[src/rtl/i2c_pkg.sv]
package i2c_pkg;

    typedef logic [15:0] phase_t;       // scl half period phase counter
    typedef logic [7:0]  byte_t;
    typedef logic [15:0] sub_addr_t;
    typedef logic [7:0]  byte_count_t;  // 1 to 255 bytes per transaction

    // i_clk cycles per scl half period, 100 MHz in and 400 kHz out
    localparam phase_t SCL_HALF_PERIOD = 16'd125;
    localparam phase_t START_SETUP     = 16'd70;   // start/restart point, also rx sample point
    localparam phase_t DATA_HOLD       = 16'd3;    // sda may change this long after scl falls
    localparam phase_t STOP_SETUP      = 16'd60;   // stop point after scl rises
    localparam phase_t RELEASE_POINT   = SCL_HALF_PERIOD - 16'd3;

    typedef enum logic [3:0] {
        IDLE,
        START,
        RESTART,
        SLAVE_ADDR,
        SUB_ADDR_HI,
        SUB_ADDR_LO,
        WRITE_DATA,
        GRAB_DATA,
        READ_DATA,
        STOP,
        RELEASE_BUS
    } i2c_state_e;

    typedef enum logic [1:0] {
        OP_NONE,
        OP_TX_BYTE,    // shift a byte out, then sample the slave ack
        OP_RX_BYTE     // shift a byte in, then drive the master ack/nack
    } byte_op_e;

endpackage

[src/rtl/i2c_byte_engine.sv]
`timescale 1ns/100ps
module i2c_byte_engine (
    input  logic               i_clk,
    input  logic               reset_n,
    input  i2c_pkg::byte_op_e  op_i,
    input  logic               op_start_i,
    input  i2c_pkg::byte_t     tx_byte_i,
    input  logic               ack_bit_i,
    input  logic               scl_rise_i,
    input  logic               scl_fall_i,
    input  logic               start_point_i,
    input  logic               hold_point_i,
    input  logic               sda_in_i,
    output logic               sda_drive_low_o,
    output logic               done_o,
    output logic               rx_nack_o,
    output i2c_pkg::byte_t     rx_byte_o
);
    import i2c_pkg::*;

    byte_op_e   op_q;
    byte_t      shreg;          // tx bits leave at bit 7, rx bits enter at bit 0
    logic [3:0] bit_cnt;        // 0..8 data bits, 9 is the ack slot
    logic       active;
    logic       ack_q;          // 1 sends a nack
    logic       arm_rise;
    logic       arm_fall;

    always_ff @(posedge i_clk or negedge reset_n) begin
        if (!reset_n) begin
            op_q            <= OP_NONE;
            shreg           <= '0;
            bit_cnt         <= '0;
            active          <= 1'b0;
            ack_q           <= 1'b0;
            arm_rise        <= 1'b0;
            arm_fall        <= 1'b0;
            sda_drive_low_o <= 1'b0;
            done_o          <= 1'b0;
            rx_nack_o       <= 1'b0;
            rx_byte_o       <= '0;
        end else begin
            done_o <= 1'b0;
            // an scl edge arms, the next matching strobe consumes it
            if (scl_rise_i) arm_rise <= 1'b1;
            else if (start_point_i) arm_rise <= 1'b0;
            if (scl_fall_i) arm_fall <= 1'b1;
            else if (hold_point_i) arm_fall <= 1'b0;

            if (op_start_i) begin
                op_q            <= op_i;
                active          <= (op_i != OP_NONE);
                shreg           <= tx_byte_i;
                ack_q           <= ack_bit_i;
                bit_cnt         <= '0;
                arm_rise        <= 1'b0;    // edges of the current half period don't count
                arm_fall        <= 1'b0;
                sda_drive_low_o <= 1'b0;
            end else if (active && op_q == OP_TX_BYTE) begin
                if (hold_point_i && arm_fall && bit_cnt < 4'd8) begin
                    sda_drive_low_o <= ~shreg[7];           // msb first
                    shreg           <= {shreg[6:0], 1'b0};
                    bit_cnt         <= bit_cnt + 4'd1;
                end else if (hold_point_i && arm_fall && bit_cnt == 4'd8) begin
                    sda_drive_low_o <= 1'b0;                // let the slave ack
                    bit_cnt         <= 4'd9;
                end
                if (start_point_i && arm_rise && bit_cnt == 4'd9) begin
                    rx_nack_o <= sda_in_i;                  // high on the ninth clock is a nack
                    done_o    <= 1'b1;
                    active    <= 1'b0;
                end
            end else if (active && op_q == OP_RX_BYTE) begin
                if (start_point_i && arm_rise && bit_cnt < 4'd8) begin
                    shreg   <= {shreg[6:0], sda_in_i};
                    bit_cnt <= bit_cnt + 4'd1;
                end
                if (hold_point_i && arm_fall && bit_cnt == 4'd8) begin
                    sda_drive_low_o <= ~ack_q;
                    bit_cnt         <= 4'd9;
                end else if (hold_point_i && arm_fall && bit_cnt == 4'd9) begin
                    // ack clock is over, sda free again while scl is low
                    sda_drive_low_o <= 1'b0;
                    rx_byte_o       <= shreg;
                    rx_nack_o       <= 1'b0;
                    done_o          <= 1'b1;
                    active          <= 1'b0;
                end
            end
        end
    end

endmodule

[config.mk]
export PLATFORM = sky130hd
export DESIGN_NAME = i2c_byte_engine
export DESIGN_NICKNAME = d
export VERILOG_FILES = /design/src/rtl/i2c_pkg.sv /design/src/rtl/i2c_byte_engine.sv
export SDC_FILE = /design/constraint.sdc
export NUM_CORES = 1
export LEC_CHECK = 0
export BUFFER_PORTS_ARGS = -buffer_cell sky130_fd_sc_hd__buf_2
export CORE_MARGIN = 2
export CORE_UTILIZATION = 53
export CTS_CLUSTER_SIZE = 12
export DETAILED_ROUTE_END_ITERATION = 12
export PLACE_DENSITY = 0.78
export SETUP_SLACK_MARGIN = 0.4
export SYNTH_ARGS = -nofsm -noshare
export SYNTH_HDL_FRONTEND = slang
export SYNTH_SLANG_ARGS = --single-unit
[constraint.sdc]
create_clock -name i_clk -period 2.3 [get_ports i_clk]
set_clock_uncertainty 0.2 [all_clocks]
set_input_delay 0.345 -clock i_clk [delete_from_list [all_inputs] [get_ports i_clk]]
set_output_delay 0.345 -clock i_clk [all_outputs]
set_load 0.02 [all_outputs]
; Word-level counts from Yosys, hierarchy flattened
; Index checks and enable logic that the tools add are counted.
[op_classes]
addsub = 1
magnitude_cmp = 1
eq_ne = 10
n_mux = 38
n_bitwise = 5
n_reduce_logical = 25
[op_table]
columns = op, n
row1 = 8-bit 2-to-1 mux, 5
row2 = 4-bit 2-to-1 mux, 7
row3 = 1-bit 2-to-1 mux, 26
row4 = 3-bit nonzero test, 5
row5 = 5-bit AND reduction, 2
row6 = 1-bit logical AND, 9
row7 = 3-bit AND reduction, 3
row8 = 4-bit equality test (second input constant), 2
row9 = 4-bit nonzero test, 2
row10 = 3-bit by 2-bit != test with 1-bit output (second input constant), 2
row11 = 2-bit nonzero test, 3
row12 = 1-bit inverter, 5
row13 = 4-bit by 1-bit adder with 4-bit output (second input constant), 1
row14 = 4-bit < comparator (second input constant), 1
row15 = 4-bit by 2-bit != test with 1-bit output (second input constant), 1
row16 = 4-bit AND reduction, 1
row17 = 3-bit != test (second input constant), 1
row18 = 2-bit by 1-bit equality test with 1-bit output (second input constant), 1
row19 = 2-bit equality test (second input constant), 1
row20 = 2-bit by 1-bit != test with 1-bit output (second input constant), 1
row21 = 2-bit != test (second input constant), 1
[word_totals]
regBits = 29
elab_cells = 91

; Longest topological paths before layout
[depth]
ltp_word = 7
mapped_depth = 7
mapped_depth_nobuf = 7

; Worst setup path before layout
; Ideal clock, no wire load.
[synth_timing]
path_type = reg-to-reg
start = register bit_cnt[1]
end = register rx_byte_o[0]
setup_time_ns = 0.125
arrival_time_ns = 1.510
path_slack_ns = 0.466
stages_incl_launch_ff = 7
period_less_slack_ns = 1.834
cell_sequence = dfrtp_1 inv_1 ha_1 and3b_1 nand4_1 nor2_4 mux2_2
[synth_between]
elab_chain_cells = 4
elab_cells_between_ends = 6
[synth_rtl]
columns = element, line_no
row1 = "start, declared", i2c_byte_engine.sv:23  ; logic [3:0] bit_cnt;
row2 = "start signal, assigned", i2c_byte_engine.sv:63  ; bit_cnt <= bit_cnt + 4'd1;
row3 = "start signal, assigned", i2c_byte_engine.sv:76  ; bit_cnt <= bit_cnt + 4'd1;
row4 = 4-bit equality test, i2c_byte_engine.sv:78  ; if (hold_point_i && arm_fall && bit_cnt == 4'd8) begin
row5 = 1-bit logical AND, i2c_byte_engine.sv:78
row6 = 1-bit inverter (no line), n/a
row7 = 5-bit AND reduction (no line) *, n/a
row8 = "end signal, assigned", i2c_byte_engine.sv:84  ; rx_byte_o <= shreg;
row9 = "end, declared", i2c_byte_engine.sv:17  ; output i2c_pkg::byte_t rx_byte_o
; Mark *: on every way between the ends. The rest lies on a longest branch, timed or not.
; A chain may end at the register's enable or synchronous reset.

; Worst setup path in the final report
[layout_timing]
start = register op_q[0]
end = register rx_byte_o[0]
[layout_between]
elab_chain_cells = 4
elab_cells_between_ends = 6
[layout_rtl]
columns = element, line_no
row1 = "start, declared", i2c_byte_engine.sv:21  ; byte_op_e op_q;
row2 = "start signal, assigned", i2c_byte_engine.sv:51  ; op_q <= op_i;
row3 = 2-bit by 1-bit equality test with 1-bit output, i2c_byte_engine.sv:59  ; end else if (active && op_q == OP_TX_BYTE) begin
row4 = 1-bit logical AND, i2c_byte_engine.sv:59
row5 = 1-bit inverter (no line), n/a
row6 = 5-bit AND reduction (no line) *, n/a
; Marks and branches as above.

==> impl_metrics.toml <==
[clocking]
cts_buffers = 5
clockBufferDepth = 2
cts_tree = "built"
cts_root_buf = "clkbuf_4"
cts.sinks = 29
worst_skew_pair.late_latency_ns = 0.34
htreeDepth = 2
clkTransAtPathRegs_ns = 0.09

[layout]
fin_area_sq_um = 1860
area_delta_synth_final_pct = 31.7
drive_gt1_frac = 0.448
n_antenna_cell = 0
layout.nets = 193

[critical_path]
cpPeakStageDelay_ns = 0.43
cp-startpoint = "op_q[0]"
path_cells = "nand3b_1 > nor2_1 > nand4_1 > buf_6 > nor2_4 > mux2_4"
crit_path_top_delay_cell = "dfrtp_1"
worst-path-buf-inv = 1
r2r-start = "op_q[0]"
cp-end-kind = "flip-flop"
crit_arrival_ns = 1.98
critPathKind = "reg2reg"
crit_family = "simple AND/OR/NAND/NOR gates"
path_max_fanout = 5
worstPathRequired_ns = 2.31
start_kind = "flip-flop"

[power]
vdd_drop_max_mv = 0.672
power.switching_w = 0.000283
seqPwrFrac = 0.495
comb_power_share = 0.114
p_per_area_nw_per_um2 = 611
switching_share = 0.248
p_int_w = 0.000855
pwr-share-clk = 0.391
leakagePower_nw = 0.864

[global_routing]
grt_pass1_wl_mm = 5.13
grt_max_degree = 37
antenna_found_initial = 0
grt_overflow_total = 0
grt_pass1_vias = 1102
grt_use_total = 0.219

[sta]
slew_headroom = 0.563
setup_violations = 0
tightest_slew_ns = 0.656
fin_crit_ns = 1.97
rsz0062_at_grt = "true"
slew_violations = 0
setup_tns_ns = 0
hold_viol = 0
fmax_mhz = 507
finalCritPeriodShare = 0.858

[die]
rows = 18
die_h_um = 55.6
die_w_um = 55.6
core_sq_um = 2500
design.die.area_sq_um = 3090
start_util = 0.565
io_pins = 30

[detailed_routing]
vias = 1164
drc = 0
drt_wl_total_mm = 3.24
wl_per_cell_um = 16.0
postRouteAntennaNets = 0
vias_per_cell = 5.76
drt_iter0_drc = 22
drt_pass1_iterations = 4

[status]
outcome = "finished, final reports clean"

[flow_run]
cap_violations = 0

[synth]
avgSynthCellArea_sq_um = 11.1
synth_top_area_share = 0.514
syn_inst = 127
ys_seq_elements = 29
synth_top_area_cell = "dfrtp_1"
yosysMostFrequentCell = "dfrtp_1"
synthArstFlopShare = 1.00
netlist_top_cells_area = "dfrtp_1, mux2_2, mux2i_1, o21ai_0, nand2_1"
synth_flop_cell = "dfrtp_1"
ys_seq_area_frac = 0.514
synth_cell_type_count = 31
netlist_area_sq_um = 1410
synth_commonest_cells = "dfrtp_1, nand2_1, o21ai_0, mux2_2, mux2i_1"
synth_fp_nets = 149
synth_warnings = 0
synth_edf_count = 0

[placement]
port-buffer-count = 29
dp_hpwl_mm = 2.01
globalplace.congestion = 0.905
dpl_cell_area_sq_um = 1580

[min_path]
worstHoldStart = "tx_byte_i[3]"
hold_class = "in2reg"
worst register-to-register path, delay by kind of cell, from the launching register on:
kind	cells	cell delay, ns
buf+inv	1	0.16
flops	1	0.43
mux	1	0.33
simple gates	4	0.75
per-layer routing:
layer / share of wire / wire length (um) / track usage
met4: 0.018 / 59 / 0.0906
met5: 0 / 0 / 0
met1: 0.43 / 1400 / 0.255
met3: 0.052 / 167 / 0.0884
met2: 0.50 / 1610 / 0.357
area by class of cell:
| cell class | instances | area, sq um |
|---|---|---|
| Multi-Input combinational cell | 89 | 747 |
| Inverter | 6 | 22.5 |
| Timing Repair Buffer | 40 | 241 |
| Clock inverter | 1 | 30.0 |
| Fill cell | 183 | 639 |
| Sequential cell | 29 | 727 |
| Clock buffer | 7 | 55.1 |
| Tap cell | 30 | 37.5 |
placed cells by master, fill, tap and decap left out, types with 5 or more instances in the layout:
cell type / instances
nand2_1: 13
clkbuf_4: 5
buf_4: 7
inv_1: 5
mux2_4: 8
mux2i_1: 9
buf_2: 29
o21ai_0: 12
nor2_1: 6
dfrtp_1: 28
worst paths after layout:
kind / end / slack [ns] / cells past startpoint
max: rx_byte_o[0] / 0.33 / 6
min: shreg[3] / 0.02 / 3
max reg2reg: rx_byte_o[0] / 0.33 / 6
min reg2reg: rx_byte_o[4] / 0.32 / 1
max in group asynchronous: bit_cnt[0] / 1.09 / 2
min in group asynchronous: bit_cnt[3] / 0.36 / 2
sequential cells by signal, summed over array words and instances (netlist names):
signal / count
rx_byte_o: 8
shreg: 8
bit_cnt: 4
op_q: 2
ack_q: 1
active: 1
arm_fall: 1
arm_rise: 1
done_o: 1
rx_nack_o: 1
sda_drive_low_o: 1
power groups by stage:
| stage | sequential [W] | clock, W | combinational, W |
|---|---|---|---|
| finish | 0.000563 | 0.000445 | 0.000129 |
| global route | 0.000567 | 0.000474 | 0.000143 |
| CTS | 0.000561 | 0.000452 | 0.000121 |
| detailed placement | 0.000571 | 0 | 0.000108 |
| global placement | 0.000569 | 0 | 0.000103 |
| floorplan | 0.000562 | 0 | 0.0000686 |
per-stage QoR:
stage / util / hold WS (ns) / setup WS [ns] / total power [W] / cells
after CTS: 0.718 / 0.00357 / 0.356 / 0.00113 / 199
after global routing: 0.744 / 0.00458 / 0.228 / 0.00118 / 202
final: 0.744 / 0.0214 / 0.327 / 0.00114 / 202
after detailed placement: 0.632 / 0.203 / 0.256 / 0.000679 / 182
after global placement: 0.632 / 0.198 / 0.347 / 0.000671 / 182
after floorplan: - / -0.151 / 0.466 / 0.000631 / 127
logic make-up after synthesis:
family,count (synthesis),synth area share
AND/OR/NAND/NOR,36,0.150
AO/OA/AOI/OAI,29,0.132
flip-flops,29,0.514
multiplexers,20,0.151
buffers and inverters,10,0.0266
adder cells (fa/ha/maj),3,0.0266
what timing repair did:
| action | in CTS | in global routing |
|---|---|---|
| endpoints found under the hold margin | 29 | 0 |
| pin swaps | 5 | 8 |
| gates cloned | 1 | 0 |
| endpoints found under the setup margin | 20 | 22 |
| gates resized for setup | 15 | 9 |
| setup buffers | 7 | 3 |
| hold buffers | 1 | 0 |
Power figures use the tool's default switching activity.
