==> src/rtl/i2c_pkg.sv <==
package i2c_pkg;

    typedef logic [15:0] phase_t;       // scl half period phase counter
    typedef logic [7:0]  byte_t;
    typedef logic [15:0] sub_addr_t;
    typedef logic [7:0]  byte_count_t;  // 1 to 255 bytes per transaction

    // i_clk cycles per scl half period, 100 MHz in and 400 kHz out
    localparam phase_t SCL_HALF_PERIOD = 16'd125;
    localparam phase_t START_SETUP     = 16'd70;   // start/restart point, also rx sample point
    localparam phase_t DATA_HOLD       = 16'd3;    // sda may change this long after scl falls
    localparam phase_t STOP_SETUP      = 16'd60;   // stop point after scl rises
    localparam phase_t RELEASE_POINT   = SCL_HALF_PERIOD - 16'd3;

    typedef enum logic [3:0] {
        IDLE,
        START,
        RESTART,
        SLAVE_ADDR,
        SUB_ADDR_HI,
        SUB_ADDR_LO,
        WRITE_DATA,
        GRAB_DATA,
        READ_DATA,
        STOP,
        RELEASE_BUS
    } i2c_state_e;

    typedef enum logic [1:0] {
        OP_NONE,
        OP_TX_BYTE,    // shift a byte out, then sample the slave ack
        OP_RX_BYTE     // shift a byte in, then drive the master ack/nack
    } byte_op_e;

endpackage

==> src/rtl/i2c_scl_gen.sv <==
`timescale 1ns/100ps
module i2c_scl_gen (
    input  logic            i_clk,
    input  logic            reset_n,
    input  logic            scl_en_i,
    output logic            scl_o,
    output i2c_pkg::phase_t phase_o,
    output logic            start_point_o,
    output logic            hold_point_o,
    output logic            stop_point_o,
    output logic            release_point_o
);
    import i2c_pkg::*;

    // scl divider, idles high with the counter parked at zero
    always_ff @(posedge i_clk or negedge reset_n) begin
        if (!reset_n) begin
            phase_o <= '0;
            scl_o   <= 1'b1;
        end else if (!scl_en_i) begin
            phase_o <= '0;                          // held until the fsm enables the bus clock
            scl_o   <= 1'b1;
        end else if (phase_o == SCL_HALF_PERIOD - 16'd1) begin
            phase_o <= '0;                          // end of half period
            scl_o   <= ~scl_o;
        end else begin
            phase_o <= phase_o + 16'd1;
        end
    end

    // strobes fire in both halves, users qualify them with the scl level
    assign start_point_o   = scl_en_i && (phase_o == START_SETUP);
    assign hold_point_o    = scl_en_i && (phase_o == DATA_HOLD);
    assign stop_point_o    = scl_en_i && (phase_o == STOP_SETUP);
    assign release_point_o = scl_en_i && (phase_o == RELEASE_POINT);

endmodule

==> config.mk <==
export PLATFORM = sky130hd
export DESIGN_NAME = i2c_scl_gen
export DESIGN_NICKNAME = d
export VERILOG_FILES = /design/src/rtl/i2c_pkg.sv /design/src/rtl/i2c_scl_gen.sv
export SDC_FILE = /design/constraint.sdc
export NUM_CORES = 1
export LEC_CHECK = 0
export BUFFER_PORTS_ARGS = -buffer_cell sky130_fd_sc_hd__buf_2
export CAP_MARGIN = 20
export CORE_UTILIZATION = 51
export CTS_CLUSTER_DIAMETER = 100
export DETAILED_ROUTE_END_ITERATION = 6
export GPL_ROUTABILITY_DRIVEN = 0
export GPL_TIMING_DRIVEN = 1
export PLACE_DENSITY = 0.84
export SYNTH_ARGS = -nofsm -noshare
export SYNTH_HDL_FRONTEND = slang
export SYNTH_SLANG_ARGS = --single-unit
==> constraint.sdc <==
create_clock -name i_clk -period 2.1 [get_ports i_clk]
set_input_delay 0.105 -clock i_clk [delete_from_list [all_inputs] [get_ports i_clk]]
set_output_delay 0.105 -clock i_clk [all_outputs]
set_load 0.01 [all_outputs]
# Yosys cells after proc, flatten, opt, wreduce, memory -nomap -nowiden
# Cells that the tools add are included.
[totals]
register_bits = 17
input_bits = 3
out_inout_bits = 21
wordCells = 18
[op_classes]
addsub = 1
eq_ne = 6
mux = 4
n_bitwise = 1
n_reduce_logical = 4
[op_table]
columns = ["cell", "count"]
rows = [
  ["$eq A16 B7 Y1 const B", 3],
  ["$mux W16", 2],
  ["$add A16 B1 Y16 const B", 1],
  ["$eq A16 B2 Y1 const B", 1],
  ["$eq A16 B6 Y1 const B", 1],
  ["$logic_and A1 B1 Y1", 4],
  ["$mux W1", 2],
  ["$ne A2 B1 Y1 const B", 1],
  ["$not A1 Y1", 1],
]

# Depth between registers and ports, before layout
# Gate-level depths: netlist of run 1.
[depth]
word_depth = 3
ltp_mapped = 6
depth_no_buf = 5

# Worst setup path before layout of run 1
# Ideal clock, no wire load.
[synth_path]
kind = "register -> output"
from = "register phase_o[10]"
to = "output port release_point_o"
t_arrival_ns = 1.438
required_ns = 1.995
setup_slack_ns = 0.557
path_stages_with_launch = 5
path_buffers = 0
path_cell_list = "dfrtp_1 -> nor4_2 -> nand4_1 -> or2_2 -> nor3_1"
[synth_between]
elab_chain_cells = 2
[synth_lines]
columns = ["item", "line", "rtl"]
rows = [
  ["from (decl)", "i2c_scl_gen.sv:7", "output i2c_pkg::phase_t phase_o,"],
  ["from (signal assigned)", "i2c_scl_gen.sv:27", "phase_o <= phase_o + 16'd1;"],
  ["$eq A16 B7 Y1", "i2c_scl_gen.sv:35", "assign release_point_o = scl_en_i && (phase_o == RELEASE_POINT);"],
  ["$logic_and A1 B1 Y1", "i2c_scl_gen.sv:35", ""],
  ["to (decl)", "i2c_scl_gen.sv:11", "output logic release_point_o"],
]
# No other way between the ends.

# Worst setup path after layout of run 1
# Same ends and word-level chain as after synthesis.

==> impl_metrics.yaml, run 1 <==
status:
  status: "completed"
sta:
  rsz0062_at_grt: "false"
  fin_skew_ns: 0.000744
  hold_viol: 0
  relSlewSlack_pct: 74.4
  fmax_mhz: 511
  tightest_slew_ns: 0.384
  setup_viol: 0
  hold_ws_ns: 0.0267
  setup_tns_ns: 0
  final.setup.worst_slack_ns: 0.143
  slew_violations: 0
  period_minus_slack_ns: 1.96
  period_share_pct: 93.2
final_layout:
  drive_gt1_share_pct: 27.0
  fillCellCount: 150
  finalNetCount: 133
  antennaDiodeCount: 0
  stdcell_area_um2: 1110
  layout.area.seq_um2: 427
  multi_input_area_um2: 482
  syn2layout_area_growth_pct: 17.0
routing:
  dr.pass1.iters: 4
  route.detailed.drc: 0
  viasPerCell: 5.42
  wl_per_cell_um: 13.3
  final_antenna_net_count: 0
  wirelength_um: 2010
  drtIter0Drc: 38
  vias: 819
power_and_ir_drop:
  power_switching_uw: 135
  leakage_uw: 0.000526
  swShare_pct: 24.2
  seqPwrFrac_pct: 61.1
  p_total_uw: 556
  pwr-share-clk_pct: 31.0
  combPwrFrac_pct: 7.8
  p_int_uw: 422
  peakVddDrop_uv: 448
  power_density_nw_per_um2: 500
grt:
  use_met2_pct: 31.9
  busiest_layer: "met2"
  track_usage_pct: 20.6
  grt_use_met3_pct: 4.80
  antenna_found_initial: 0
  grt_pass1_wl_um: 3000
  grt_pass1_vias: 689
  grt_max_degree: 18
  overflow: 0
  use_met1_pct: 26.8
worst_setup_path:
  crit_required_ns: 2.00
  path_buf_inv: 1
  path_cells: "nor4_2, nand4_1, or2_2, nor3_1, buf_2"
  regToRegSetupSlack_ns: 0.45
  r2r_start: "phase_o[2]$_DFF_PN0_"
  crit_family: "simple AND/OR/NAND/NOR gates"
  r2r-end: "phase_o[15]$_DFF_PN0_"
  critPathArrivalTime_ns: 1.85
  cp-end-kind: "output port"
  slowest_stage: "dfrtp_1"
  ff2ff_path_depth: 4
  critPathKind: "reg2out"
  cp_max_fo: 7
  start_kind: "register"
  max_stage_delay_ns: 0.47
die:
  io_pins: 24
  coreArea_um2: 1750
  start_util_pct: 54.6
  die_h_um: 45.2
  die-area_um2: 2040
  std_cell_rows: 15
  die_w_um: 45.2
yosys:
  synthCells: 101
  syn_area_per_cell_um2: 9.43
  ys_ff_latch: 17
  syn-cell-area_um2: 952
  yosysSeqAreaShare_pct: 44.8
  ys_types: 28
  ys_warn_count: 0
  syn-num-nets: 107
flow_run:
  maxCapViolations: 0
placed_design:
  place_area_um2: 1070
  pre_cts_ws_ns: 0.461
  port_buffers: 23
  place_hpwl_um: 1460
cts:
  cts_setup_buffers: 0
  h-tree-depth: 1
  cts.sinks: 17
  path_clk_slew_ns: 0.09
  clk_latency_ns: 0.28
  cts_root_buffer: "clkbuf_4"
  cts_buffer_depth: 2
  cts_made_buffers: 3
  cts_tree: "built"
worst_hold_path:
  min_from: "scl_en_i"
  hold_class: "in2reg"
  min_to: "scl_o$_DFFE_PN1P_"
  whs_path_depth: 2
==> Yosys cell counts, drive strengths merged <==
cell,n,area [um2]
nor2,18,67.6
dfrtp,16,400
xnor2,9,78.8
nand3,8,45.0
nor3,6,30.0
nor4,6,43.8
nand2,5,18.8
nand4,5,37.5
buf,4,35.0
inv,4,15.0
xor2,4,35.0
and3,3,18.8
ha,3,37.5
o21ai,2,13.8
a21oi,1,5.00
and2,1,6.26
and4,1,8.76
dfstp,1,26.3
nand3b,1,7.51
o31ai,1,7.51
or2,1,6.26
or4,1,7.51
==> area by class of cell <==
| cell class | instances | area share [%] |
|---|---|---|
| clock buffer | 4 | 2.36 |
| inverter | 4 | 1.35 |
| tap | 25 | 2.81 |
| multi-input combinational | 76 | 43.3 |
| sequential | 17 | 38.3 |
| timing repair buffer | 25 | 11.9 |
==> cell usage in the layout (no fill, tap or decap), drive strengths merged, types with 4 or more instances in the layout <==
cell type	Yosys	routed
buf	4	24
clkbuf	0	4
dfrtp	16	16
inv	4	4
nand2	5	5
nand3	8	8
nand4	5	5
nor2	18	18
nor3	6	6
nor4	6	6
xnor2	9	9
xor2	4	4
==> per-layer routing <==
layer / up-vias / wire length, um / part of all wire, %
li1: 401 / - / -
met1: 382 / 913 / 45
met2: 32 / 966 / 48
met3: 4 / 107 / 5.3
met4: 0 / 27 / 1.3
met5: - / 0 / 0
==> how the worst max path moves through the flow <==
stage | start | end | slack [ns] | cells past startpoint
2_1_floorplan | phase_o[10]$_DFF_PN0_ | release_point_o | 0.56 | 4
3_3_place_gp | phase_o[10]$_DFF_PN0_ | release_point_o | 0.50 | 5
3_5_place_dp | phase_o[10]$_DFF_PN0_ | start_point_o | 0.46 | 5
4_1_cts | phase_o[10]$_DFF_PN0_ | start_point_o | 0.13 | 5
5_1_grt | phase_o[10]$_DFF_PN0_ | stop_point_o | 0.03 | 5
6_report | phase_o[10]$_DFF_PN0_ | release_point_o | 0.14 | 5
==> power by group through the flow <==
stage | Clock (uW) | Sequential (uW) | Combinational [uW]
after CTS | 180 | 340 | 44.0
after floorplan | 0 | 346 | 25.2
after detailed placement | 0 | 346 | 42.4
final | 173 | 340 | 43.6
after global placement | 0 | 346 | 40.8
after global routing | 197 | 342 | 48.5
==> repair_timing <==
action | in CTS | in global routing
setup endpoints to repair | 0 | 2
resized for setup | 0 | 1
hold buffers | 1 | 0
endpoints found under the hold margin | 16 | 0
==> cell families after synthesis <==
group / Yosys count / synth area share [%]
xor+xnor: 13 / 12.0
simple gates: 56 / 31.3
flops: 17 / 44.8
compound gates: 4 / 2.76
buf+inv: 8 / 5.26
fa+ha+maj: 3 / 3.94
==> flip-flops by register name, indices dropped and copies added, names as in the netlist <==
register  count
phase_o      16
scl_o         1
==> per-stage QoR <==
| stage | utilization (%) | cells |
|---|---|---|
| 2_1_floorplan | - | 101 |
| 3_3_place_gp | 61.4 | 146 |
| 3_5_place_dp | 61.4 | 146 |
| 4_1_cts | 63.4 | 151 |
| 5_1_grt | 63.8 | 151 |
| 6_report | 63.8 | 151 |
Note: power is estimated with default switching activity, not from simulation.
==> inputs of run 2 (changes only) <==
CORE_MARGIN = 4   (was not set)
RECOVER_POWER = 50   (was not set)
==> run 2 against run 1 <==
Against the previous run: worst hold slack got worse by 0.0030 ns; clock-buffer cell count did not move; total power fell by 0.13%; cell count rose by 0.66%; register-to-register slack improved by 0.04 ns; combinational power fell by 4%; via count fell by 2.1%; utilization fell by 0.72 points; largest power group unchanged; highest routed layer unchanged.
==> impl_metrics.yaml, run 2 (synthesis gave the netlist of run 1 again) <==
final_layout:
  finalNetCount: 134
  mostFrequentLayoutCells: "18 x nor2_1, 16 x dfrtp_1, 12 x clkbuf_1, 12 x buf_2, 9 x xnor2_1"
  drive_gt1_share_pct: 18.1
  largest_reg_flops: 16
  reg.largest.list: "phase_o (16), scl_o (1)"
  antennaDiodeCount: 0
  final_common_cell: "nor2_1"
  stdcell_area_um2: 1100
  final_util_pct: 63.1
  final_cells: 152
  syn2layout_area_growth_pct: 15.6
  max_flop_register: "phase_o"
die:
  std_cell_rows: 15
  die_h_um: 51.2
  coreArea_um2: 1750
  start_util_pct: 54.6
  io_pins: 24
  die_w_um: 51.2
  die-area_um2: 2620
sta:
  fin_skew_ns: 0.00295
  tightest_slew_ns: 0.882
  hold_viol: 0
  period_minus_slack_ns: 1.95
  relSlewSlack_pct: 41.2
  fmax_mhz: 514
  setup_viol: 0
  setup_tns_ns: 0
  period_share_pct: 92.7
  rsz0062_at_grt: "false"
  slew_violations: 0
routing:
  wirelength_um: 1960
  dr.pass1.iters: 4
  route.detailed.drc: 0
  final_antenna_net_count: 0
  wl_per_cell_um: 12.9
  vias: 802
  drtIter0Drc: 9
  viasPerCell: 5.28
status:
  status: "completed"
flow_run:
  maxCapViolations: 0
cts:
  cts_setup_buffers: 0
  cts_root_buffer: "clkbuf_4"
  clk_latency_ns: 0.29
  h-tree-depth: 1
  cts_buffer_depth: 2
  cts_made_buffers: 3
  cts.sinks: 17
  cts_tree: "built"
  path_clk_slew_ns: 0.10
  cts_resized: 0
worst_setup_path:
  cp-end-kind: "output port"
  cp_max_fo: 7
  crit_required_ns: 2.00
  ff2ff_path_depth: 4
  critPathKind: "reg2out"
  critPathArrivalTime_ns: 1.84
  start_kind: "register"
  crit_path_start: "phase_o[10]$_DFF_PN0_"
  r2r_start: "phase_o[2]$_DFF_PN0_"
placed_design:
  place_inst: 147
  place_area_um2: 1080
  port_buffers: 23
  place_hpwl_um: 1510
grt:
  grt_pass1_wl_um: 3530
  antenna_found_initial: 0
  grt_pass1_vias: 817
  overflow: 0
  grt_max_degree: 18
  track_usage_pct: 17.3
power_and_ir_drop:
  leakage_uw: 0.000484
  peakVddDrop_uv: 319
  power_density_nw_per_um2: 505
worst_hold_path:
  min_from: "scl_en_i"
  hold_class: "in2reg"
  whs_path_depth: 2
-- run 2: cell types whose count changed in the layout (fill, tap and decap cells not counted) --
| cell | delta |
|---|---|
| buf_2 | -11 |
| buf_4 | +1 |
| nor4_1 | +1 |
| nor4_2 | -1 |
| clkbuf_1 | +11 |
-- run 2: power breakdown --
group,total (uW),internal [uW],switching (uW)
clock,174,73.9,99.7
sequential,340,332,8.41
combinational,41.8,15.6,26.2
-- run 2: worst paths after layout --
check | endpoint | slack (ns)
max reg2reg | phase_o[15]$_DFF_PN0_ | 0.49
max | start_point_o | 0.15
min | scl_o$_DFFE_PN1P_ | 0.02
max in group asynchronous | phase_o[14]$_DFF_PN0_ | 1.12
min reg2reg | scl_o$_DFFE_PN1P_ | 0.53
min in group asynchronous | phase_o[9]$_DFF_PN0_ | 0.44
-- run 2: area by class of cell --
cell class | instances | area (um2)
Fill cell | 163 | 644
Multi-Input combinational cell | 76 | 475
Sequential cell | 17 | 427
Timing Repair Buffer | 26 | 126
Tap cell | 25 | 31.3
Clock buffer | 4 | 26.3
Inverter | 4 | 15.0
-- run 2: per-stage QoR --
step | hold slack (ns) | setup WS, ns | total power, uW
2_1_floorplan | -0.191 | 0.557 | 371
3_3_place_gp | 0.0376 | 0.491 | 388
3_5_place_dp | 0.0449 | 0.478 | 389
4_1_cts | 0.0162 | 0.141 | 564
5_1_grt | 0.0424 | 0.00301 | 585
6_report | 0.0237 | 0.154 | 556
-- run 2: worst max-delay path: stages (launching register included) --
cell     delay [ns]
dfrtp_1        0.47
nor4_2         0.32
nand4_1        0.14
nor4_1         0.25
and4_1         0.25
buf_2          0.13
-- run 2: timing repair --
| action | 4_1_cts | 5_1_grt |
|---|---|---|
| hold endpoints to repair | 16 | 0 |
| endpoints found under the setup margin | 0 | 0 |
| hold buffers | 1 | 0 |
-- run 2: per-layer routing --
metal / global-route usage, % / up-vias / routed length (um)
met4: 6.11 / 0 / 29
met2: 28.1 / 16 / 943
met3: 2.33 / 4 / 81
li1: - / 398 / -
met5: 0 / - / 0
met1: 23.5 / 384 / 901
