### src/rtl/i2c_pkg.sv
package i2c_pkg;

    typedef logic [15:0] phase_t;       // scl half period phase counter
    typedef logic [7:0]  byte_t;
    typedef logic [15:0] sub_addr_t;
    typedef logic [7:0]  byte_count_t;  // 1 to 255 bytes per transaction

    // i_clk cycles per scl half period, 100 MHz in and 400 kHz out
    localparam phase_t SCL_HALF_PERIOD = 16'd125;
    localparam phase_t START_SETUP     = 16'd70;   // start/restart point, also rx sample point
    localparam phase_t DATA_HOLD       = 16'd3;    // sda may change this long after scl falls
    localparam phase_t STOP_SETUP      = 16'd60;   // stop point after scl rises
    localparam phase_t RELEASE_POINT   = SCL_HALF_PERIOD - 16'd3;

    typedef enum logic [3:0] {
        IDLE,
        START,
        RESTART,
        SLAVE_ADDR,
        SUB_ADDR_HI,
        SUB_ADDR_LO,
        WRITE_DATA,
        GRAB_DATA,
        READ_DATA,
        STOP,
        RELEASE_BUS
    } i2c_state_e;

    typedef enum logic [1:0] {
        OP_NONE,
        OP_TX_BYTE,    // shift a byte out, then sample the slave ack
        OP_RX_BYTE     // shift a byte in, then drive the master ack/nack
    } byte_op_e;

endpackage

### src/rtl/i2c_master_fsm.sv
`timescale 1ns/100ps
module i2c_master_fsm (
    input  logic                  i_clk,
    input  logic                  reset_n,
    input  logic                  req_trans_i,
    input  i2c_pkg::byte_t        addr_rw_i,
    input  i2c_pkg::sub_addr_t    sub_addr_i,
    input  logic                  sub_len_i,
    input  i2c_pkg::byte_count_t  byte_len_i,
    input  i2c_pkg::byte_t        data_write_i,
    input  logic                  scl_rise_i,
    input  logic                  scl_fall_i,
    input  logic                  scl_high_i,
    input  logic                  start_point_i,
    input  logic                  stop_point_i,
    input  logic                  release_point_i,
    input  logic                  eng_done_i,
    input  logic                  eng_nack_i,
    input  i2c_pkg::byte_t        eng_rx_byte_i,
    output logic                  scl_en_o,
    output logic                  fsm_sda_low_o,
    output i2c_pkg::byte_op_e     eng_op_o,
    output logic                  eng_start_o,
    output i2c_pkg::byte_t        eng_tx_byte_o,
    output logic                  eng_ack_bit_o,
    output i2c_pkg::byte_t        data_out_o,
    output logic                  valid_out_o,
    output logic                  req_data_chunk_o,
    output logic                  busy_o,
    output logic                  nack_o
);
    import i2c_pkg::*;

    i2c_state_e  state;
    byte_t       addr_q;        // bit 0 is r/w, 1 = read
    sub_addr_t   sub_addr_q;
    logic        sub_len_q;     // 1 = 16 bit sub-address
    byte_t       data_q;        // first write byte comes with the request
    byte_count_t bytes_left;    // includes the byte in flight
    logic        read_phase;    // second address byte after the repeated start
    logic        grab_wait;

    task automatic issue(input byte_op_e op, input byte_t tx, input logic ack);
        eng_op_o      <= op;
        eng_tx_byte_o <= tx;
        eng_ack_bit_o <= ack;
        eng_start_o   <= 1'b1;
    endtask

    // slave nack, drop the bus without a stop
    task automatic abort();
        nack_o        <= 1'b1;
        busy_o        <= 1'b0;
        scl_en_o      <= 1'b0;
        fsm_sda_low_o <= 1'b0;
        state         <= IDLE;
    endtask

    always_ff @(posedge i_clk or negedge reset_n) begin
        if (!reset_n) begin
            state            <= IDLE;
            addr_q           <= '0;
            sub_addr_q       <= '0;
            sub_len_q        <= 1'b0;
            data_q           <= '0;
            bytes_left       <= '0;
            read_phase       <= 1'b0;
            grab_wait        <= 1'b0;
            scl_en_o         <= 1'b0;
            fsm_sda_low_o    <= 1'b0;
            eng_op_o         <= OP_NONE;
            eng_start_o      <= 1'b0;
            eng_tx_byte_o    <= '0;
            eng_ack_bit_o    <= 1'b0;
            data_out_o       <= '0;
            valid_out_o      <= 1'b0;
            req_data_chunk_o <= 1'b0;
            busy_o           <= 1'b0;
            nack_o           <= 1'b0;
        end else begin
            eng_start_o      <= 1'b0;
            valid_out_o      <= 1'b0;
            req_data_chunk_o <= 1'b0;
            case (state)
                IDLE: begin
                    if (req_trans_i) begin
                        addr_q     <= addr_rw_i;
                        sub_addr_q <= sub_addr_i;
                        sub_len_q  <= sub_len_i;
                        data_q     <= data_write_i;
                        bytes_left <= byte_len_i;
                        read_phase <= 1'b0;
                        nack_o     <= 1'b0;         // cleared by the next accepted request
                        busy_o     <= 1'b1;
                        scl_en_o   <= 1'b1;         // scl starts high, start comes first
                        state      <= START;
                    end
                end
                START, RESTART: begin
                    // sda falls while scl is high, address follows with the r/w bit
                    if (start_point_i && scl_high_i) begin
                        fsm_sda_low_o <= 1'b1;
                        issue(OP_TX_BYTE, {addr_q[7:1], state == RESTART}, 1'b0);
                        read_phase    <= (state == RESTART);
                        state         <= SLAVE_ADDR;
                    end
                end
                SLAVE_ADDR: begin
                    if (scl_fall_i) fsm_sda_low_o <= 1'b0;     // engine owns sda from here
                    if (eng_done_i) begin
                        if (eng_nack_i) begin
                            abort();
                        end else if (read_phase) begin
                            issue(OP_RX_BYTE, '0, bytes_left == 8'd1);
                            state <= READ_DATA;
                        end else if (sub_len_q) begin
                            issue(OP_TX_BYTE, sub_addr_q[15:8], 1'b0);
                            state <= SUB_ADDR_HI;
                        end else begin
                            issue(OP_TX_BYTE, sub_addr_q[7:0], 1'b0);
                            state <= SUB_ADDR_LO;
                        end
                    end
                end
                SUB_ADDR_HI: begin
                    if (eng_done_i && eng_nack_i) begin
                        abort();
                    end else if (eng_done_i) begin
                        issue(OP_TX_BYTE, sub_addr_q[7:0], 1'b0);
                        state <= SUB_ADDR_LO;
                    end
                end
                SUB_ADDR_LO: begin
                    if (eng_done_i && eng_nack_i) begin
                        abort();
                    end else if (eng_done_i && addr_q[0]) begin
                        state <= RESTART;
                    end else if (eng_done_i) begin
                        issue(OP_TX_BYTE, data_q, 1'b0);
                        state <= WRITE_DATA;
                    end
                end
                WRITE_DATA: begin
                    if (eng_done_i && eng_nack_i) begin
                        abort();
                    end else if (eng_done_i) begin
                        bytes_left <= bytes_left - 8'd1;
                        if (bytes_left == 8'd1) begin
                            state <= STOP;
                        end else begin
                            req_data_chunk_o <= 1'b1;   // host puts the next byte up
                            grab_wait        <= 1'b1;
                            state            <= GRAB_DATA;
                        end
                    end
                end
                GRAB_DATA: begin
                    if (grab_wait) begin
                        grab_wait <= 1'b0;
                    end else begin
                        issue(OP_TX_BYTE, data_write_i, 1'b0);
                        state <= WRITE_DATA;
                    end
                end
                READ_DATA: begin
                    if (eng_done_i) begin
                        data_out_o  <= eng_rx_byte_i;
                        valid_out_o <= 1'b1;
                        bytes_left  <= bytes_left - 8'd1;
                        if (bytes_left == 8'd1) begin
                            state <= STOP;
                        end else begin
                            issue(OP_RX_BYTE, '0, bytes_left == 8'd2);  // nack the last
                        end
                    end
                end
                STOP: begin
                    // pull sda low during scl low, then release it while scl is high
                    if (!fsm_sda_low_o) begin
                        if (!scl_high_i && !scl_rise_i) fsm_sda_low_o <= 1'b1;
                    end else if (stop_point_i && scl_high_i) begin
                        fsm_sda_low_o <= 1'b0;
                        state         <= RELEASE_BUS;
                    end
                end
                RELEASE_BUS: begin
                    if (release_point_i && scl_high_i) begin
                        scl_en_o <= 1'b0;               // scl parks high
                        busy_o   <= 1'b0;
                        state    <= IDLE;
                    end
                end
                default: state <= IDLE;
            endcase
        end
    end

endmodule

### config.mk
export PLATFORM = sky130hd
export DESIGN_NAME = i2c_master_fsm
export DESIGN_NICKNAME = d
export VERILOG_FILES = /design/src/rtl/i2c_pkg.sv /design/src/rtl/i2c_master_fsm.sv
export SDC_FILE = /design/constraint.sdc
export NUM_CORES = 1
export LEC_CHECK = 0
export ABC_AREA = 1
export BUFFER_PORTS_ARGS = -buffer_cell sky130_fd_sc_hd__buf_4
export CORE_ASPECT_RATIO = 0.6
export CORE_MARGIN = 1
export CORE_UTILIZATION = 40
export CTS_CLUSTER_SIZE = 16
export DETAILED_ROUTE_END_ITERATION = 10
export PLACE_DENSITY = 0.62
export RECOVER_POWER = 25
export SLEW_MARGIN = 15
export SYNTH_ARGS = -nofsm -noshare
export SYNTH_HDL_FRONTEND = slang
export SYNTH_SLANG_ARGS = --single-unit
### constraint.sdc
create_clock -name i_clk -period 3.1 [get_ports i_clk]
set_input_delay 0.465 -clock i_clk [delete_from_list [all_inputs] [get_ports i_clk]]
set_output_delay 0.465 -clock i_clk [all_outputs]
set_load 0.01 [all_outputs]
# == Yosys cells after proc, flatten, opt, wreduce, memory -nomap -nowiden ==
# Index checks and enable logic that the tools add are counted.
# word_totals
register_bits,72
inputBits,60
# classes
mux,102
reduce_logical,29
eq_ne,36
n_addsub,1
# op_table
op,n
8-bit 2-to-1 mux,16
4-bit 2-to-1 mux,19
8-bit one-hot mux with 6 select lines,1
1-bit 2-to-1 mux,45
"2-bit != test, second input constant",20
4-bit one-hot mux with 10 select lines,1
8-bit one-hot mux with 3 select lines,1
12-bit AND reduction,2
2-bit 2-to-1 mux,11
"4-bit by 3-bit == test with 1-bit output, second input constant",4
"4-bit == test, second input constant",3
1-bit one-hot mux with 6 select lines,2
2-bit one-hot mux with 6 select lines,1
10-bit AND reduction,1
3-bit AND reduction,3
"4-bit by 2-bit == test with 1-bit output, second input constant",2
"8-bit by 1-bit == test with 1-bit output, second input constant",1
"8-bit by 2-bit == test with 1-bit output, second input constant",1
1-bit one-hot mux with 4 select lines,2
4-bit nonzero test,2
"8-bit by 1-bit subtractor with 8-bit output, second input constant",1
1-bit logical AND,6
"3-bit != test, second input constant",2
6-bit AND reduction,1
other kinds (15),20

# == Logic depth before layout (Yosys ltp) ==
# Gate-level depths: netlist (run 1).
# logic_depth
depth_word,5
mapped_depth,10

# == Worst setup path before layout (run 1) ==
# No wires, ideal clock.
# synth_timing
kind,register to register
start,register state[3]
end,register eng_op_o[0]
path_slack_ps,1546
synth_period_minus_slack_ps,1554
n_path_buf,1
required_time_ps,2983
stages_incl_launch_ff,10
arrival_time_ps,1438
cell_sequence,dfrtp_1 inv_1 nand2_1 nor2_2 inv_2 o21ai_0 nand2_1 clkbuf_1 nand3_1 nand2_1
# synth_via
elab_chain_cells,4
word_cells_on_any_way,20
cone_classes,eq/ne: 16; mux: 1; reduce/logical: 3
# synth_lines
item,line,rtl
"start, declared",i2c_master_fsm.sv:34,i2c_state_e state;
"start signal, assigned",i2c_master_fsm.sv:61,state <= IDLE;
"start signal, assigned",i2c_master_fsm.sv:96,state <= START;
"start signal, assigned",i2c_master_fsm.sv:105,state <= SLAVE_ADDR;
4-bit by 2-bit == test with 1-bit output or 4-bit by 1-bit == test with 1-bit output (tied branches),i2c_master_fsm.sv:84,case (state)
2-bit OR reduction,i2c_master_fsm.sv:84,
6-bit nonzero test (no source line) or 2-bit != test (tied branches),--,
10-bit AND reduction (no source line),--,
"end signal, assigned",i2c_master_fsm.sv:71,eng_op_o <= OP_NONE;
"end, declared",i2c_master_fsm.sv:22,"output i2c_pkg::byte_op_e eng_op_o,"
# Several ways; a longest one is shown, not always the timed one.
# A chain may end at the register's enable or synchronous reset.

# == Final worst setup path (run 1) ==
# layout_timing
start,register state[1]
end,register eng_tx_byte_o[2]
# layout_via
elab_chain_cells,4
word_cells_on_any_way,22
cone_classes,eq/ne: 18; mux: 1; reduce/logical: 3
# layout_lines
item,line,rtl
4-bit by 2-bit == test with 1-bit output or 4-bit by 1-bit == test with 1-bit output (tied branches),i2c_master_fsm.sv:84,
2-bit OR reduction,i2c_master_fsm.sv:84,
6-bit nonzero test (no source line) or 2-bit != test (tied branches),--,
12-bit AND reduction (no source line),--,
"end signal, assigned",i2c_master_fsm.sv:73,eng_tx_byte_o <= '0;
"end, declared",i2c_master_fsm.sv:24,"output i2c_pkg::byte_t eng_tx_byte_o,"
# Several ways; a longest one is shown, not always the timed one.

==> results of run 1 <==
==> power groups by stage <==
stage	logic, mW	registers [mW]	clock network, mW
finish	2.11	1.63	1.25
global route	2.39	1.68	1.32
CTS	2.09	1.62	1.28
global placement	2.09	1.63	0
floorplan	1.41	1.58	0
detailed placement	2.07	1.63	0
==> critical path, cell delays in order, from the launching register on <==
cell and delay (ns):
dfrtp_1 0.44, nand2_1 0.24, nor2_1 0.23, nand2_1 0.10, o21ai_0 0.12, nor2_1 0.56
nand2_1 0.41, nand2_1 0.16, nand2_1 0.07
==> stage by stage <==
stage / worst slack, ns / hold WS, ns
6_report: 0.6563 / 0.3280
5_1_grt: 0.3430 / 0.3333
4_1_cts: 0.6635 / 0.3130
3_5_place_dp: 0.6586 / 0.4604
3_3_place_gp: 0.7729 / 0.4578
2_1_floorplan: 1.546 / 0.1694
==> worst max-delay path by stage <==
stage | endpoint | depth (start not counted) | from | slack, ns
2_1_floorplan | eng_op_o[0]$_DFFE_PN0P_ | 9 | state[3]$_DFFE_PN0P_ | 1.55
3_3_place_gp | eng_op_o[0]$_DFFE_PN0P_ | 8 | state[1]$_DFFE_PN0P_ | 0.77
3_5_place_dp | eng_tx_byte_o[2]$_DFFE_PN0P_ | 8 | state[1]$_DFFE_PN0P_ | 0.66
4_1_cts | eng_tx_byte_o[2]$_DFFE_PN0P_ | 8 | state[1]$_DFFE_PN0P_ | 0.66
5_1_grt | eng_op_o[0]$_DFFE_PN0P_ | 8 | state[1]$_DFFE_PN0P_ | 0.34
6_report | eng_tx_byte_o[2]$_DFFE_PN0P_ | 8 | state[1]$_DFFE_PN0P_ | 0.66
==> state kept, by name, summed over array words and instances, names as in the netlist <==
signal            cells
req_data_chunk_o      1
data_q                8
fsm_sda_low_o         1
busy_o                1
bytes_left            8
eng_ack_bit_o         1
nack_o                1
valid_out_o           1
data_out_o            8
grab_wait             1
sub_len_q             1
eng_start_o           1
addr_q                8
eng_op_o              2
state                 4
read_phase            1
sub_addr_q           16
eng_tx_byte_o         8
==> cells in the final DEF, fill, tap and decap left out, types with 2 or more instances in the layout <==
cell type  synthesis  layout
buf_4              3      88
inv_1             43      43
nand3_1           51      51
nand4_1            5       5
nor2_2             5       6
ha_1               3       3
clkbuf_16          0       9
inv_2              2       2
nand2_1          249     249
o21ai_0           41      41
bufinv_16          0       4
or2_2              3       3
xor2_1             3       3
dfrtp_1           72      72
a21oi_1            3       3
nor2_1            58      57
nand2_2            3       3
==> area by class of cell <==
cell class / count / area share, %
timing repair buffer: 89 / 13.26
inverter: 46 / 3.439
multi-input combinational: 433 / 37.05
clock buffer: 10 / 4.560
clock inverter: 5 / 2.567
sequential: 72 / 35.88
tap: 130 / 3.239
==> metal layers <==
metal  up-vias  part of all wire (%)
li1       1946                     -
met1      1769                    52
met2       176                    37
met3        14                    10
met4         0                  0.85
met5         -                     0
==> logic make-up (layout without fill, tap and decap cells) <==
logic type | count (synthesis) | count (layout) | share of synthesized area [%]
flip-flops | 72 | 72 | 46.14
adder cells (fa/ha/maj) | 3 | 3 | 0.9613
buffers and inverters | 60 | 150 | 6.280
AND/OR/NAND/NOR | 377 | 377 | 39.22
XOR/XNOR | 3 | 3 | 0.6730
AO/OA/AOI/OAI | 50 | 50 | 6.729
==> results.md, run 1 <==
* GRT Util Overall at between 20% and 30%
* Final ANT Viol Nets at 0
* FF/Latch Area at between 1500 and 2000 um^2
* CP max FO at 12
* Setup TNS Final at 0 ns
* Core area at a little over 9000 um^2
* Post-route total power at about 5 mW
* Area growth, synth to finish at 28.58%
* Clock Skew at 0.005938 ns
* Crit share post-route at between 70 and 80%
* Synth Register Bits at between 70 and 80
* VDD IR max at 0.3776 mV
* Chip height at a little under 80 um
* Clock buffer depth at 2
* GR Util met3 at 6.339%
* Share of cells above drive strength 1 at between 10% and 20%
* FFs w/ async S/R, synth at between 90% and 100%
* Critical Path End Type: register
* Hold Crit Start: eng_rx_byte_i[7]
* Net Sw Frac at about two fifths
* Placed Cells incl. Taps at 770
* Initial antenna violation count at 0
* RSZ-0062 raised after global routing: no
* Area contributors post-synth: dfrtp_1 46%, nand2_1 24%, nand3_1 6.5%, nor2_1 5.6%, o21ai_0 5.3%
* Layout Cells excl Fill at about 800
* Post-synthesis sequential area ratio at a little under half
* Clock transition at path regs at 0.06 ns
* Hold Buf Count CTS at 0
* Syn Inst Count at between 500 and 600
* Worst-margin pin slew at between 1.5 and 2 ns
* Final Slew Violations at 73
* Post-synth top flop: dfrtp_1
* Die area at a little over 10000 um^2
* Critical Path RT at 3.32 ns
* Final Cell Area at 5021 um^2
* DRC viols at 0
* Utilization after layout at a little over half
* Ports at 86
* Nets at 714
* DR vias at 3905
* CTS buffer count at 9
* Vias in the first global route at around 3400
* Final-layout fill cell count at between 900 and 1000
* WL final at between 10000 and 15000 um
* # Post-CTS Setup Buffers at 0
* Synth cell types at 27
* # diodes at 0
* Outcome: complete, but fails checks
* Syn nets at 628
* Critical path class: reg -> reg
* F_max at around 400 MHz
* TritonCTS clock tree: done
* Port buffer count at 85
* Leak pwr at 2.714 nW
* DR iter-0 viols at approximately 450
* Reg2reg start: state[1]$_DFFE_PN0P_
* Reg2Reg Depth at 8
* Ys Warns at 0
* R2R Setup Slk at 0.66 ns
* Power share of the combinational group at 42.3%
* Largest net degree at the start of global routing at 73
* First-pass GRT wire length at approximately 18000 um
* Final min period at about 2.4 ns
* Post_cts resized at 0
* Reg2reg end: eng_tx_byte_o[2]$_DFFE_PN0P_
* H-Tree Level Count at 3
* Final GP Congestion at around 0.95
* Rows at 27
* Post-DR vias/cell at just under 5
* Post-synth EDFFs at 0
* WHS Endpoint: data_out_o[7]$_DFFE_PN0P_
* Avg Synthesized Cell Area at between 6 and 7 um^2
* Initial DRT Pass Iterations at 5
* Hold WC Path Type: in -> reg
* Clk sinks at 72
* # setup viols final at 0
* Mapped Area at 3905 um^2
* Worst-Skew Late Latency at 0.33 ns
* Final Hold Vio Count at 0
* HPWL reported at the end of detailed placement at ~8400 um
* WL/cell at 14.19 um
* Max_slew headroom at -21.41%
* Switch Pwr at just over 2 mW
* Post-DP Area at 4666 um^2
* Footprint of the multi-input gates at 1861 um^2
* Seq pwr share at 32.6%
* M1 GR Usage at roughly two fifths
* Busiest layer in global routing: met1
* Max_cap viols at 1
* Starting Density at 41.88%
* GR Util met2 at 29.35%
* Die span in x at roughly 130 um
* Failing checks: max-capacitance violations, max-slew violations
* Congestion Overflow GR at 0
* Clock share of power at roughly a quarter
* Synth top cells by count: 249 x nand2_1, 72 x dfrtp_1, 58 x nor2_1, 51 x nand3_1, 43 x inv_1
* PD cells at approximately 990 nW/um^2
* CTS Root Cell: clkbuf_16
* Area leader, netlist: dfrtp_1
* Critical Path Start Type: register
* Internal power at between 2 and 3 mW
* Area share of the largest cell type after synthesis at 46.14%
* WP data arrival at between 2 and 3 ns
* Count leader, synth: nand2_1
* Hold path cells at 3
No activity file was read; power rests on OpenSTA's default activity.
==> inputs of run 2 (changes only) <==
==> constraint.sdc (replaced) <==
create_clock -name i_clk -period 2.25 [get_ports i_clk]
set_input_delay 0.3375 -clock i_clk [delete_from_list [all_inputs] [get_ports i_clk]]
set_output_delay 0.3375 -clock i_clk [all_outputs]
set_load 0.01 [all_outputs]
==> results.md, run 2 (same netlist as run 1, synthesis figures left out) <==
* Outcome: finished, final reports clean
* CP max FO at 10 (-2)
* Initial DRT Pass Iterations at 5 (unchanged)
* DRC viols at 0 (unchanged)
* PD cells at 1362 nW/um^2 (+37%)
* CP max stage delay at 0.46 ns (-0.10 ns)
* Worst-Skew Late Latency at 0.34 ns (about the same)
* Port buffer count at 85 (unchanged)
* Max reg flops at 16 (unchanged)
* Share of cells above drive strength 1 at 19.76% (+1.6 points)
* Critical path class: reg -> reg
* Clock Skew at 0.004569 ns (-0.001370 ns)
* Die area at 10170 um^2 (unchanged)
* # diodes at 0 (unchanged)
* Max stage delay cell, worst path: dfrtp_1
* Final Cell Area at 5124 um^2 (+2.0%)
* Chip height at 78.54 um (unchanged)
* Final min period at 2.016 ns (-0.4275 ns)
* Core area at 9324 um^2 (unchanged)
* Clock transition at path regs at 0.06 ns (about the same)
* # setup viols final at 0 (unchanged)
* Final ANT Viol Nets at 0 (unchanged)
* Starting Density at 41.88% (unchanged)
* WP data arrival at 2.24 ns (-0.42 ns)
* CP cell instances: inv_1, nor2_1, nand2_1, nand2_4, nand2_1, a21oi_2, inv_1, nand2_1, nand2_1
* Crit share post-route at 89.61% (+11 points)
* Leak pwr at 2.776 nW (+2.2%)
* First-pass GRT wire length at 18760 um (+4.7%)
* Commonest non-fill, non-tap cell in the layout: nand2_1
* Worst-margin pin slew at 0.7306 ns (-1.091 ns)
* TritonCTS clock tree: done
* Layout Cells excl Fill at 798 (+1.7%)
* RSZ-0062 raised after global routing: no
* Post-route total power at 6.979 mW (+40%)
* Post_cts resized at 0 (unchanged)
* Hold WC Path Type: in -> reg
* Initial antenna violation count at 0 (unchanged)
* Max_cap viols at 0 (-1)
* HPWL reported at the end of detailed placement at 9088 um (+7.6%)
* Max_slew headroom at 51.29% (+73 points)
* Most common cell on crit path: nand2_1
* Nets at 726 (+1.7%)
* DR iter-0 viols at 457 (+1.1%)
* H-Tree Level Count at 3 (unchanged)
* Congestion Overflow GR at 0 (unchanged)
* Clock buffer depth at 2 (unchanged)
* Critical Path End Type: register
* Vias in the first global route at 3521 (+2.7%)
* CTS buffer count at 9 (unchanged)
* Final GP Congestion at 0.9547 (+0.55%)
* Largest net degree at the start of global routing at 47 (-36%)
* CTS Root Cell: clkbuf_16
* Final Hold Vio Count at 0 (unchanged)
* DR vias at 3949 (+1.1%)
* WL final at 11830 um (+6.2%)
* Rows at 27 (unchanged)
* Die span in x at 129.6 um (unchanged)
* Post-DR vias/cell at 4.949 (-0.52%)
* VDD IR max at 0.5609 mV (+49%)
* Clk sinks at 72 (unchanged)
* GRT Util Overall at 24.85% (+1.3 points)
* Critical Path RT at 2.47 ns (-0.85 ns)
* Ports at 86 (unchanged)
* Area growth, synth to finish at 31.21%
* F_max at 496.0 MHz (+21%)
* Placed Cells incl. Taps at 781 (+1.4%)
* Post-DP Area at 4773 um^2 (+2.3%)
* Most flops, register: sub_addr_q
* Most frequent cells in the layout: 249 x nand2_1, 97 x buf_4, 72 x dfrtp_1
* Critical Path Start Type: register
* Setup TNS Final at 0 ns (unchanged)
* Final Slew Violations at 0 (-100%)
* WL/cell at 14.83 um (+4.5%)
## run 2: changes by cell type in the layout (fill, tap and decap cells not counted), sizes merged
| cell | before | now |
|---|---|---|
| buf | 88 | 98 |
| clkinv | 1 | 4 |
| bufinv | 4 | 3 |
| clkbuf | 11 | 12 |
| dlygate4sd3 | 0 | 1 |
| inv | 46 | 45 |
## run 2: layout make-up
cell class              instances  area (um^2)
flip-flops and latches         72         1802
clock inverters                 6        116.4
inverters                      46        172.7
clock buffers                  10        239.0
repair buffers                101        770.7
well taps                     130        162.7
fillers                       936         4200
multi-input cells             433         1861
## run 2: metrics by stage
stage               hold slack (ns)  util (%)  setup slack [ns]
finish                       0.2002     54.95            0.2338
global route                 0.2045     54.95           0.04003
CTS                          0.1933     55.11            0.2599
detailed placement           0.2944     51.19            0.3034
global placement             0.2967     51.19            0.2997
floorplan                   0.04191         -            0.6958
## run 2: final timing paths
path,to,from,slack [ns],depth (start not counted)
worst max register to register,bytes_left[2]$_DFFE_PN0P_,state[1]$_DFFE_PN0P_,0.23,9
max in group asynchronous,sub_addr_q[0]$_DFFE_PN0P_,reset_n,0.47,3
worst min register to register,sub_addr_q[13]$_DFFE_PN0P_,sub_addr_q[13]$_DFFE_PN0P_,0.48,2
worst max-delay path,bytes_left[2]$_DFFE_PN0P_,state[1]$_DFFE_PN0P_,0.23,9
min in group asynchronous,bytes_left[3]$_DFFE_PN0P_,reset_n,0.60,2
worst min-delay path,data_out_o[2]$_DFFE_PN0P_,eng_rx_byte_i[2],0.20,3
## run 2: repair_timing
action | 4_1_cts | 5_1_grt
endpoints found under the hold margin | 26 | 0
hold buffers | 1 | 0
setup buffers | 0 | 0
## run 2: routing by layer
metal | up-vias | share of wire, % | track usage [%]
met4 | 0 | 0.65 | 5.116
met2 | 187 | 36 | 31.34
met1 | 1795 | 52 | 39.96
li1 | 1961 | - | -
met3 | 6 | 11 | 7.566
met5 | - | 0 | 0
## run 2: power by group
group          switching [mW]  internal [mW]
Combinational            1.93           1.12
Clock                   0.559           1.12
Sequential              0.409           1.84
## run 2: critical path, delay by kind of cell, from the launching register on
kind,cells,cell delay (ns)
AOI/OAI and AO/OA,1,0.31
buffers and inverters,2,0.30
DFF,1,0.46
and+or+nand+nor,6,0.84
